[src/hw/rv_decoder_pkg.sv]
// Shared widths, word and register types, opcode, ALU-op, immediate-format and LSU control types
`default_nettype none

package rv_decoder_pkg;

    //////////////////////////////////////////////////
    // Widths and basic types
    //////////////////////////////////////////////////

    localparam int XLEN       = 32;    // Instruction and data width
    localparam int REG_ADDR_W = 5;     // x0..x31

    typedef logic [XLEN-1:0]       data_t;
    typedef logic [REG_ADDR_W-1:0] reg_addr_t;

    //////////////////////////////////////////////////
    // Major opcodes kept by the decoder
    //////////////////////////////////////////////////

    // Standard RV32I encodings, all end in 2'b11
    typedef enum logic [6:0] {
        OPC_LOAD   = 7'b0000011,
        OPC_OP_IMM = 7'b0010011,
        OPC_AUIPC  = 7'b0010111,
        OPC_STORE  = 7'b0100011,
        OPC_OP     = 7'b0110011,
        OPC_LUI    = 7'b0110111,
        OPC_BRANCH = 7'b1100011,
        OPC_JALR   = 7'b1100111,
        OPC_JAL    = 7'b1101111
    } opcode_e;

    //////////////////////////////////////////////////
    // ALU operation, {instr[30], funct3}
    //////////////////////////////////////////////////

    typedef enum logic [3:0] {
        ALU_ADD  = 4'b0000,
        ALU_SLL  = 4'b0001,
        ALU_SLT  = 4'b0010,
        ALU_SLTU = 4'b0011,
        ALU_XOR  = 4'b0100,
        ALU_SRL  = 4'b0101,
        ALU_OR   = 4'b0110,
        ALU_AND  = 4'b0111,
        ALU_SUB  = 4'b1000,
        ALU_SRA  = 4'b1101
    } alu_op_e;

    // Immediate layouts
    typedef enum logic [2:0] {
        IMM_NONE = 3'd0,
        IMM_I    = 3'd1,
        IMM_S    = 3'd2,
        IMM_B    = 3'd3,
        IMM_U    = 3'd4,
        IMM_J    = 3'd5
    } imm_fmt_e;

    // Load/store control, store flag in bit 3 and funct3 below it
    typedef logic [3:0] lsu_ctrl_t;

endpackage

`default_nettype wire

[src/hw/rv_imm_gen.sv]
// Immediate generator, reassembles and sign-extends the I, S, B, U and J immediates
`timescale 1ns/1ps
`default_nettype none

module rv_imm_gen (
    input  rv_decoder_pkg::data_t    instr_i,
    input  rv_decoder_pkg::imm_fmt_e fmt_i,
    output rv_decoder_pkg::data_t    imm_o
);

    import rv_decoder_pkg::*;

    logic sign;

    assign sign = instr_i[31];    // All formats take their sign from bit 31

    always_comb begin
        case (fmt_i)
            IMM_I: begin
                imm_o = {{20{sign}}, instr_i[31:20]};
            end
            IMM_S: begin
                imm_o = {{20{sign}}, instr_i[31:25], instr_i[11:7]};
            end
            IMM_B: begin
                // Branch offset, always even
                imm_o = {{19{sign}}, instr_i[31], instr_i[7], instr_i[30:25],
                         instr_i[11:8], 1'b0};
            end
            IMM_U: begin
                imm_o = {instr_i[31:12], 12'b0};    // Upper 20 bits, low 12 zero
            end
            IMM_J: begin
                // Jump offset, also even
                imm_o = {{11{sign}}, instr_i[31], instr_i[19:12], instr_i[20],
                         instr_i[30:21], 1'b0};
            end
            default: begin
                imm_o = '0;    // NONE
            end
        endcase
    end

endmodule

`default_nettype wire

[src/hw/rv_instr_decode.sv]
// Instruction decoder, combinational opcode decode and the output register stage
`timescale 1ns/1ps
`default_nettype none

module rv_instr_decode (
    input  logic                        clk_i,
    input  logic                        rstn_i,
    input  rv_decoder_pkg::data_t       instr_i,
    input  logic                        accept_i,
    output rv_decoder_pkg::imm_fmt_e    imm_fmt_o,
    input  rv_decoder_pkg::data_t       imm_i,
    // To the hazard unit
    output logic                        dec_rs1_used_o,
    output logic                        dec_rs2_used_o,
    output logic                        dec_wr_rd_o,
    output logic                        dec_illegal_o,
    output rv_decoder_pkg::reg_addr_t   dec_rs1_addr_o,
    output rv_decoder_pkg::reg_addr_t   dec_rs2_addr_o,
    output rv_decoder_pkg::reg_addr_t   dec_rd_addr_o,
    // Registered decode word
    output logic                        dec_valid_o,
    output logic                        illegal_o,
    output logic                        rs1_used_o,
    output logic                        rs2_used_o,
    output logic                        alu_wb_o,
    output logic                        lsu_valid_o,
    output rv_decoder_pkg::alu_op_e     alu_op_o,
    output rv_decoder_pkg::reg_addr_t   rs1_addr_o,
    output rv_decoder_pkg::reg_addr_t   rs2_addr_o,
    output rv_decoder_pkg::reg_addr_t   rd_addr_o,
    output rv_decoder_pkg::data_t       imm_o,
    output rv_decoder_pkg::lsu_ctrl_t   lsu_ctrl_o
);

    import rv_decoder_pkg::*;

    // Instruction fields
    opcode_e    opcode;
    logic [2:0] funct3;
    logic       bit30;      // SUB/SRA select

    // Combinational decode results that only go into the output register
    alu_op_e    alu_op;
    logic       alu_wb;
    logic       lsu_valid;
    logic       is_store;

    assign opcode = opcode_e'(instr_i[6:0]);
    assign funct3 = instr_i[14:12];
    assign bit30  = instr_i[30];

    //////////////////////////////////////////////////
    // Opcode decode
    //////////////////////////////////////////////////

    always_comb begin
        dec_illegal_o  = 1'b0;
        dec_rs1_used_o = 1'b0;
        dec_rs2_used_o = 1'b0;
        alu_wb         = 1'b0;
        lsu_valid      = 1'b0;
        is_store       = 1'b0;
        imm_fmt_o      = IMM_NONE;
        alu_op         = ALU_ADD;     // Address and link arithmetic

        case (opcode)
            OPC_OP: begin
                dec_rs1_used_o = 1'b1;
                dec_rs2_used_o = 1'b1;
                alu_wb         = 1'b1;
                alu_op         = alu_op_e'({bit30, funct3});
            end
            OPC_OP_IMM: begin
                dec_rs1_used_o = 1'b1;
                alu_wb         = 1'b1;
                imm_fmt_o      = IMM_I;
                // Bit 30 is part of the immediate except for SRLI/SRAI
                if (funct3 == 3'b101) begin
                    alu_op = alu_op_e'({bit30, funct3});
                end else begin
                    alu_op = alu_op_e'({1'b0, funct3});
                end
            end
            OPC_LUI, OPC_AUIPC: begin
                alu_wb    = 1'b1;
                imm_fmt_o = IMM_U;
            end
            OPC_LOAD: begin
                dec_rs1_used_o = 1'b1;
                lsu_valid      = 1'b1;
                imm_fmt_o      = IMM_I;
            end
            OPC_STORE: begin
                dec_rs1_used_o = 1'b1;
                dec_rs2_used_o = 1'b1;
                lsu_valid      = 1'b1;
                is_store       = 1'b1;
                imm_fmt_o      = IMM_S;
            end
            OPC_BRANCH: begin
                dec_rs1_used_o = 1'b1;
                dec_rs2_used_o = 1'b1;
                imm_fmt_o      = IMM_B;
            end
            OPC_JAL: begin
                alu_wb    = 1'b1;
                imm_fmt_o = IMM_J;
            end
            OPC_JALR: begin
                dec_rs1_used_o = 1'b1;
                alu_wb         = 1'b1;
                imm_fmt_o      = IMM_I;
            end
            default: begin
                // Also catches compressed words, every kept opcode ends in 2'b11
                dec_illegal_o = 1'b1;
            end
        endcase
    end

    assign dec_wr_rd_o    = alu_wb | (lsu_valid & ~is_store);    // Loads write rd too
    assign dec_rs1_addr_o = dec_rs1_used_o ? instr_i[19:15] : '0;
    assign dec_rs2_addr_o = dec_rs2_used_o ? instr_i[24:20] : '0;
    assign dec_rd_addr_o  = dec_wr_rd_o    ? instr_i[11:7]  : '0;

    //////////////////////////////////////////////////
    // Output register
    //////////////////////////////////////////////////

    always_ff @(posedge clk_i) begin
        if (!rstn_i) begin
            dec_valid_o <= 1'b0;
            illegal_o   <= 1'b0;
            rs1_used_o  <= 1'b0;
            rs2_used_o  <= 1'b0;
            alu_wb_o    <= 1'b0;
            lsu_valid_o <= 1'b0;
            alu_op_o    <= ALU_ADD;
            rs1_addr_o  <= '0;
            rs2_addr_o  <= '0;
            rd_addr_o   <= '0;
            imm_o       <= '0;
            lsu_ctrl_o  <= '0;
        end else begin
            dec_valid_o <= accept_i;    // One pulse per accepted instruction
            if (accept_i) begin
                illegal_o   <= dec_illegal_o;
                rs1_used_o  <= dec_rs1_used_o;
                rs2_used_o  <= dec_rs2_used_o;
                alu_wb_o    <= alu_wb;
                lsu_valid_o <= lsu_valid;
                alu_op_o    <= alu_op;
                rs1_addr_o  <= dec_rs1_addr_o;
                rs2_addr_o  <= dec_rs2_addr_o;
                rd_addr_o   <= dec_rd_addr_o;
                imm_o       <= imm_i;
                lsu_ctrl_o  <= lsu_valid ? {is_store, funct3} : 4'b0000;
            end
        end
    end

endmodule

`default_nettype wire

[src/hw/rv_hazard_unit.sv]
// Read-after-write hazard unit, previous destination, one-cycle stall, ready and accept
`timescale 1ns/1ps
`default_nettype none

module rv_hazard_unit (
    input  logic                      clk_i,
    input  logic                      rstn_i,
    input  logic                      instr_valid_i,
    input  logic                      rs1_used_i,
    input  logic                      rs2_used_i,
    input  logic                      wr_rd_i,
    input  logic                      illegal_i,
    input  rv_decoder_pkg::reg_addr_t rs1_addr_i,
    input  rv_decoder_pkg::reg_addr_t rs2_addr_i,
    input  rv_decoder_pkg::reg_addr_t rd_addr_i,
    output logic                      ready_o,
    output logic                      accept_o
);

    import rv_decoder_pkg::*;

    reg_addr_t prev_rd_q;     // Destination of the last accepted instruction, 0 if none
    logic      stalled_q;     // Bubble was issued last cycle
    logic      rs1_hit;
    logic      rs2_hit;
    logic      hazard;

    // x0 never creates a dependency
    assign rs1_hit = rs1_used_i && (rs1_addr_i != '0) && (rs1_addr_i == prev_rd_q);
    assign rs2_hit = rs2_used_i && (rs2_addr_i != '0) && (rs2_addr_i == prev_rd_q);
    assign hazard  = instr_valid_i && !illegal_i && (rs1_hit || rs2_hit);

    assign ready_o  = !(hazard && !stalled_q);    // At most one bubble per hazard
    assign accept_o = instr_valid_i && ready_o;

    always_ff @(posedge clk_i) begin
        if (!rstn_i) begin
            prev_rd_q <= '0;
            stalled_q <= 1'b0;
        end else begin
            stalled_q <= !ready_o;
            if (accept_o) begin
                prev_rd_q <= wr_rd_i ? rd_addr_i : '0;
            end
        end
    end

endmodule

`default_nettype wire

[src/hw/rv_decoder.sv]
// RV32I decode stage top level, connects decoder, immediate generator and hazard unit
`timescale 1ns/1ps
`default_nettype none

module rv_decoder (
    input  logic                      clk_i,
    input  logic                      rstn_i,
    input  rv_decoder_pkg::data_t     instr_i,
    input  logic                      instr_valid_i,
    output logic                      ready_o,
    output logic                      dec_valid_o,
    output logic                      illegal_o,
    output rv_decoder_pkg::alu_op_e   alu_op_o,
    output logic                      rs1_used_o,
    output logic                      rs2_used_o,
    output rv_decoder_pkg::reg_addr_t rs1_addr_o,
    output rv_decoder_pkg::reg_addr_t rs2_addr_o,
    output rv_decoder_pkg::reg_addr_t rd_addr_o,
    output rv_decoder_pkg::data_t     imm_o,
    output logic                      alu_wb_o,
    output logic                      lsu_valid_o,
    output rv_decoder_pkg::lsu_ctrl_t lsu_ctrl_o
);

    import rv_decoder_pkg::*;

    imm_fmt_e  imm_fmt;
    data_t     imm;
    logic      accept;

    // Combinational decode towards the hazard unit
    logic      dec_rs1_used;
    logic      dec_rs2_used;
    logic      dec_wr_rd;
    logic      dec_illegal;
    reg_addr_t dec_rs1_addr;
    reg_addr_t dec_rs2_addr;
    reg_addr_t dec_rd_addr;

    rv_imm_gen u_imm_gen (
        .instr_i (instr_i),
        .fmt_i   (imm_fmt),
        .imm_o   (imm)
    );

    rv_instr_decode u_decode (
        .clk_i          (clk_i),
        .rstn_i         (rstn_i),
        .instr_i        (instr_i),
        .accept_i       (accept),
        .imm_fmt_o      (imm_fmt),
        .imm_i          (imm),
        .dec_rs1_used_o (dec_rs1_used),
        .dec_rs2_used_o (dec_rs2_used),
        .dec_wr_rd_o    (dec_wr_rd),
        .dec_illegal_o  (dec_illegal),
        .dec_rs1_addr_o (dec_rs1_addr),
        .dec_rs2_addr_o (dec_rs2_addr),
        .dec_rd_addr_o  (dec_rd_addr),
        .dec_valid_o    (dec_valid_o),
        .illegal_o      (illegal_o),
        .rs1_used_o     (rs1_used_o),
        .rs2_used_o     (rs2_used_o),
        .alu_wb_o       (alu_wb_o),
        .lsu_valid_o    (lsu_valid_o),
        .alu_op_o       (alu_op_o),
        .rs1_addr_o     (rs1_addr_o),
        .rs2_addr_o     (rs2_addr_o),
        .rd_addr_o      (rd_addr_o),
        .imm_o          (imm_o),
        .lsu_ctrl_o     (lsu_ctrl_o)
    );

    rv_hazard_unit u_hazard (
        .clk_i         (clk_i),
        .rstn_i        (rstn_i),
        .instr_valid_i (instr_valid_i),
        .rs1_used_i    (dec_rs1_used),
        .rs2_used_i    (dec_rs2_used),
        .wr_rd_i       (dec_wr_rd),
        .illegal_i     (dec_illegal),
        .rs1_addr_i    (dec_rs1_addr),
        .rs2_addr_i    (dec_rs2_addr),
        .rd_addr_i     (dec_rd_addr),
        .ready_o       (ready_o),
        .accept_o      (accept)
    );

endmodule

`default_nettype wire

[config.mk]
export PLATFORM = sky130hd
export DESIGN_NAME = rv_decoder
export DESIGN_NICKNAME = d
export VERILOG_FILES = /design/src/hw/rv_decoder_pkg.sv /design/src/hw/rv_imm_gen.sv /design/src/hw/rv_instr_decode.sv /design/src/hw/rv_hazard_unit.sv /design/src/hw/rv_decoder.sv
export SDC_FILE = /design/constraint.sdc
export NUM_CORES = 1
export LEC_CHECK = 0
export BUFFER_PORTS_ARGS = -buffer_cell sky130_fd_sc_hd__buf_2
export CAP_MARGIN = 30
export CORE_ASPECT_RATIO = 1.1
export CORE_MARGIN = 3
export CORE_UTILIZATION = 50
export DETAILED_ROUTE_END_ITERATION = 7
export PLACE_DENSITY_LB_ADDON = 0.05
export SYNTH_ARGS = -nofsm -noshare
export SYNTH_HDL_FRONTEND = slang
export SYNTH_SLANG_ARGS = --single-unit
[constraint.sdc]
create_clock -name clk_i -period 3.3 [get_ports clk_i]
set_clock_uncertainty 0.15 [all_clocks]
set_input_delay 0.66 -clock clk_i [delete_from_list [all_inputs] [get_ports clk_i]]
set_output_delay 0.66 -clock clk_i [all_outputs]
set_load 0.1 [all_outputs]
==> impl_metrics.tcl, run 1 <==
set metrics [dict create \
    fmax_mhz 334 \
    sw_frac_of_total_pct 29.9 \
    grt_setup_unrepaired "false" \
    synth.area.top_cells "dfxtp_1 (38%), o2bb2ai_1 (4.3%), a211oi_2 (3.9%)" \
    seq_power_share_pct 44.2 \
    setup_viol 0 \
    max-slew-margin-rel_pct 46.5 \
    async_flop_share_pct 0 \
    cts_buffers 9 \
    crit_path_frequent_cell "buf_2" \
    arrival_ps 2190 \
    drc 0 \
    period_needed_ps 3000 \
    die_w_um 82.7 \
    place.gp.congestion 0.937 \
    num_vias 3168 \
    postSynthAreaPerCell_um2 9.37 \
    core-area_um2 6230 \
    row_count 30 \
    leakage_nw 1.62 \
    hold_buffers 0 \
    cts_num_sinks 62 \
    area_growth_pct 23.1 \
    ys.warnings.count 0 \
    worstSetupStartpoint "instr_i[23]" \
    ys_seq_area_share_pct 38.4 \
    clk_latency_ps 350 \
    viasPerCell 6.09 \
    p_comb_share_pct 15.4 \
    status "finished clean" \
    drv_slew 0 \
    firstDrtPassIters 4 \
    synth_top_cell_area_share_pct 38.4 \
    numPortBuffers 96 \
    crit_path_max_fanout 5 \
    grt.total_usage_pct 27.5 \
    wl_per_cell_um 19.2 \
    cts.clk_slew.worst_paths_ps 70 \
    r2r_start "u_hazard.prev_rd_q[3]$_SDFFE_PN0P_" \
    place_inst 504 \
    synth_nets 380 \
    final_layout_size_suffix_gt1_share_pct 39.1 \
    timing.final.crit_share_pct 90.8 \
    dieArea_um2 7470 \
    max-vdd-ir-drop_v 0.000354 \
    intPower_w 0.00122 \
    end_kind "primary output" \
    required_ps 2490 \
    num-nets-final 470 \
    cts_resized 0 \
    clockRootBuffer "clkbuf_8" \
    start_util_pct 51.9 \
    syn_inst 345 \
    p_per_area_nw_per_um2 436 \
    synth_top_flop_cell "dfxtp_1" \
    syn_area_um2 3230 \
    dp_hpwl_um 7340 \
    cts_setup_buffers 0 \
    cts_tree "built" \
    ys_ff_latch 62 \
    grt_pass1_vias 3065 \
    cts_buffer_depth 2 \
    clkPwrFrac_pct 40.4 \
    drt_iter0_drc 178 \
    htreeDepth 3 \
    hold_class "reg2reg" \
    drv_cap 0 \
    grt_max_degree 27 \
    io_pins 97 \
    cp_slowest_cell "and4_1" \
    worstMarginPinSlew_ps 798 \
    max_stage_delay_ps 410 \
    path_class "in2out" \
    worst_setup_path_start_kind "input port" \
    p_sw_w 0.000519 \
    synth-edff-count 0 \
    die_y_um 90.3 \
    hp-start "u_decode.rs2_used_o$_SDFFE_PN0P_" \
    yosysTopAreaCell "dfxtp_1" \
    hold_violations 0 \
    overflow 0 \
    synthDistinctLibCells 60 \
    finalNonFillerCells 520 \
    wl_um 9970 \
    grt_pass1_wl_um 15900 \
    ant_nets 0 \
    antenna_found_initial 0 \
    fin_setup_tns_ps 0 \
    num_antenna_cells 0 \
    cp_cell_sequence "buf_2 > or2_2 > o21ai_0 > and4_1 > o21ai_4 > buf_2" \
]
-- worst max-delay path, delay by kind of cell --
family / cells / cell delay (ps)
simple gates: 2 / 680
buf+inv: 2 / 430
compound gates: 2 / 400
-- power groups by stage --
stage	clock [W]	sequential [W]	combinational (W)
3_5_place_dp	0	0.000784	0.000266
4_1_cts	0.000705	0.000767	0.000267
6_report	0.000700	0.000767	0.000268
2_1_floorplan	0	0.000872	0.000102
5_1_grt	0.000736	0.000768	0.000283
3_3_place_gp	0	0.000783	0.000263
-- per-layer routing --
metal	vias to the layer above	global-route usage, %	routed length (um)
li1	1517	-	-
met1	1525	36.1	4300
met2	107	43.2	4860
met3	19	6.49	603
met4	0	10.5	208
met5	-	0	0
-- sequential cells by signal (all words and copies together) (netlist names), 4 cells and up --
register / flops
u_decode.alu_op_o: 4
u_hazard.prev_rd_q: 4
u_decode.imm_o: 32
u_decode.lsu_ctrl_o: 4
u_decode.rs2_addr_o: 5
u_decode.rs1_addr_o: 5
-- placed cells by master, fill, tap and decap left out, drive strengths merged, types with 2 or more instances in the layout --
cell,Yosys,final
nand3,14,14
dfxtp,62,62
o21ai,6,6
a21boi,2,2
a31oi,12,12
or2,2,2
buf,17,113
o2bb2ai,16,16
nand2b,2,2
o32ai,3,3
xor2,7,7
nor2,15,15
nor4,4,4
nand4,19,19
a211oi,11,11
a22o,12,12
a32o,8,8
nand2,28,28
mux2i,4,4
a21oi,29,29
nand4b,4,4
o22ai,7,7
and4,2,2
nor2b,3,3
clkbuf,17,13
nor3,4,4
inv,2,2
o31ai,18,18
-- area by class of cell --
| type | count | area, um2 |
|---|---|---|
| flip-flops and latches | 62 | 1240 |
| clock inverters | 3 | 42.5 |
| fillers | 565 | 2250 |
| multi-input cells | 247 | 1810 |
| repair buffers | 113 | 616 |
| clock buffers | 13 | 159 |
| inverters | 2 | 7.51 |
| well taps | 80 | 100 |
-- Yosys cell counts, types with 3 or more instances --
cell,n
dfxtp_1,62
o31ai_1,9
nand3_1,14
o32ai_1,3
nand2_1,27
nor2b_1,3
a21oi_2,9
nor2_1,14
nor4_1,4
a21oi_1,20
nor3_1,3
a32o_1,8
a22o_1,12
clkbuf_1,17
a31oi_1,11
o21ai_0,5
mux2i_1,4
o22ai_1,7
nand4_1,18
nand4b_1,4
o31ai_2,9
a211oi_2,10
buf_2,9
xor2_1,7
o2bb2ai_1,16
-- through the flow --
step	setup WS (ps)	power (W)	hold WS, ps	instance area, um2	util (%)
global route	252	0.00179	324	3980	63.9
floorplan	11.1	0.000974	568	3240	-
global placement	300	0.00105	292	3760	60.4
finish	304	0.00173	313	3980	63.9
detailed placement	307	0.00105	292	3780	60.6
CTS	320	0.00174	315	3980	63.9
-- cell families (layout without fill, tap and decap cells) --
kind of cell / after synthesis / after routing / share of synthesized area [%]
simple gates: 106 / 106 / 18.7
xor+xnor: 8 / 8 / 2.17
flops: 62 / 62 / 38.4
buf+inv: 36 / 131 / 6.08
mux: 5 / 5 / 1.59
compound gates: 128 / 128 / 33.1
-- path summary, 6_finish.rpt --
check | endpoint | slack [ps] | depth (start not counted)
worst min-delay path | u_decode.rs2_used_o$_SDFFE_PN0P_ | 310 | 2
worst max register to register | u_decode.rs1_used_o$_SDFFE_PN0P_ | 870 | 6
worst max-delay path | ready_o | 300 | 6
worst min register to register | u_decode.rs2_used_o$_SDFFE_PN0P_ | 310 | 2
Note: power is estimated with default switching activity, not from simulation.
==> inputs of run 2 (changes only) <==
GPL_TIMING_DRIVEN = 0   (was default)
SYNTH_HIERARCHICAL = 1   (was default)
==> impl_metrics.tcl, run 2 <==
set metrics [dict create \
    grt_max_degree 11 \
    cts_num_sinks 67 \
    mostFrequentLayoutCells "buf_2 (97), dfxtp_1 (67), nor2b_1 (47), mux2i_1 (39), nand2_1 (23)" \
    crit_path_frequent_cell "and2_4" \
    die_w_um 84.2 \
    yosys-top-cells-count "dfxtp_1 (67), nor2b_1 (47), mux2i_1 (39)" \
    fill_cells 546 \
    cp_slowest_cell "or4_4" \
    firstDrtPassIters 4 \
    synth_nets 406 \
    max-slew-margin-rel_pct 42.8 \
    postSynthAreaPerCell_um2 9.07 \
    path_class "in2out" \
    synth.area.top_cells "dfxtp_1 (40%), mux2i_1 (12%), nor2b_1 (8.7%)" \
    wl_per_cell_um 16.0 \
    fin_setup_tns_ps -16.6 \
    worstMarginPinSlew_ps 851 \
    drc 0 \
    hold_violations 0 \
    cts.clk_slew.worst_paths_ps 70 \
    io_pins 97 \
    clockRootBuffer "clkbuf_8" \
    placed_area_um2 4020 \
    wl_met3_um 518 \
    fmax_mhz 302 \
    syn_area_um2 3370 \
    violations "setup timing" \
    synthDistinctLibCells 50 \
    end_kind "primary output" \
    syn_inst 371 \
    overflow 0 \
    grt_pass1_wl_um 14500 \
    layout_commonest_cell "buf_2" \
    yosysTopAreaCell "dfxtp_1" \
    num_vias 3007 \
    hold_class "reg2reg" \
    highest_layer "met4" \
    largest_reg_flops 32 \
    ys_ff_latch 67 \
    dp_hpwl_um 6620 \
    setup_viol 1 \
    dp_slack_ps -513 \
    grt_setup_unrepaired "true" \
    dieArea_um2 7750 \
    finalWorstSetupSlack_ps -16.6 \
    cts_buffers 9 \
    period_needed_ps 3320 \
    row_count 30 \
    viasPerCell 5.31 \
    power_w 0.00165 \
    ys.warnings.count 6 \
    start_util_pct 53.1 \
    antenna_found_initial 0 \
    required_ps 2490 \
    cts_tree "built" \
    grt_pass1_vias 2934 \
    p_per_area_nw_per_um2 384 \
    drv_slew 0 \
    arrival_ps 2510 \
    synth.most_common_cell "dfxtp_1" \
    max_stage_delay_ps 450 \
    synth_top_cell_area_share_pct 39.9 \
    numPortBuffers 95 \
    met1_length_um 4100 \
    ant_nets 0 \
    async_flop_share_pct 0 \
    cp_top_family "simple AND/OR/NAND/NOR gates" \
    wl_met2_um 4300 \
    registers.top_by_ff_count "u_decode/imm_o" \
    num_antenna_cells 0 \
    htreeDepth 3 \
    die_y_um 92.1 \
    wl_um 9060 \
    area_growth_pct 27.8 \
    status "complete, but fails checks" \
    cts_buffer_depth 2 \
    worst_setup_path_start_kind "input port" \
    fin_area_um2 4300 \
    crit_path_max_fanout 6 \
    synth_top_flop_cell "dfxtp_1" \
    clk_latency_ps 340 \
    core-area_um2 6340 \
    leakage_nw 2.04 \
    ys_seq_area_share_pct 39.9 \
    finalNonFillerCells 566 \
    place_inst 546 \
    path_buf_inv 3 \
    drv_cap 0 \
    grt.total_usage_pct 23.5 \
    drt_iter0_drc 124 \
    num-nets-final 517 \
    hold_buffers 0 \
    place.gp.congestion 0.851 \
    final_layout_size_suffix_gt1_share_pct 32.3 \
    timing.final.crit_share_pct 101 \
    max-vdd-ir-drop_v 0.000268 \
    cp_cell_sequence "buf_8 > nand2b_4 > and2_4 > or4_4 > clkinv_4 > and2_4 > xor2_1 > nor3_2 > o2111ai_2 > o21ai_2 > nand2_4 > buf_12" \
    synth-edff-count 0 \
]
==> run 2: cell type report <==
class                           instances  area (um2)  area share, %
Buffer                                 23         154           3.58
Clock buffer                           12         145           3.37
Clock inverter                          3        15.0          0.349
Inverter                                5        23.8          0.553
Multi-Input combinational cell        275        1970           45.9
Sequential cell                        67        1340           31.2
Tap cell                               80         100           2.33
Timing Repair Buffer                  101         548           12.7
==> run 2: path summary, 6_finish.rpt <==
check	from	cells past startpoint	endpoint	slack [ps]
worst max-delay path	instr_i[4]	12	ready_o	-20
worst max register to register	u_hazard/prev_rd_q[3]$_SDFFE_PN0P_	10	u_decode/rs2_used_o$_SDFFE_PN0P_	900
worst min register to register	u_decode/alu_op_o[0]$_SDFFE_PN0P_	2	u_decode/alu_op_o[0]$_SDFFE_PN0P_	320
worst min-delay path	u_decode/alu_op_o[0]$_SDFFE_PN0P_	2	u_decode/alu_op_o[0]$_SDFFE_PN0P_	320
==> run 2: cell families (layout without fill, tap and decap cells) <==
group                  count (synthesis)  count (layout)  share of synthesized area (%)
buffers and inverters                 29             144                           3.98
flip-flops                            67              67                           39.9
AO/OA/AOI/OAI                         68              68                           14.6
multiplexers                          39              39                           11.6
XOR/XNOR                               8               8                           2.08
AND/OR/NAND/NOR                      160             160                           27.9
==> run 2: where the power goes <==
group / switching [W] / total (W) / internal (W)
logic: 0.000158 / 0.000241 / 0.0000827
registers: 0.00000396 / 0.000820 / 0.000817
clock network: 0.000306 / 0.000592 / 0.000286
==> run 2: worst min-delay path, stage by stage, from the launching register on <==
cell	delay, ps
dfxtp_1	310
nand2b_1	60
a21boi_0	70
==> run 2: per-stage QoR <==
step / hold slack, ps / utilization [%]
floorplan: 324 / -
CTS: 330 / 67.5
global route: 350 / 67.8
finish: 325 / 67.8
global placement: 309 / 63.3
detailed placement: 317 / 63.3
==> run 2: layer usage <==
metal,up-vias,track usage [%]
met3,12,5.57
li1,1499,-
met4,0,9.38
met5,-,0
met2,79,38.2
met1,1417,29.8
==> run 2: timing repair <==
item,CTS,global route
setup endpoints to repair,40,17
pin swaps,7,1
resized for setup,18,9
setup buffers,6,0
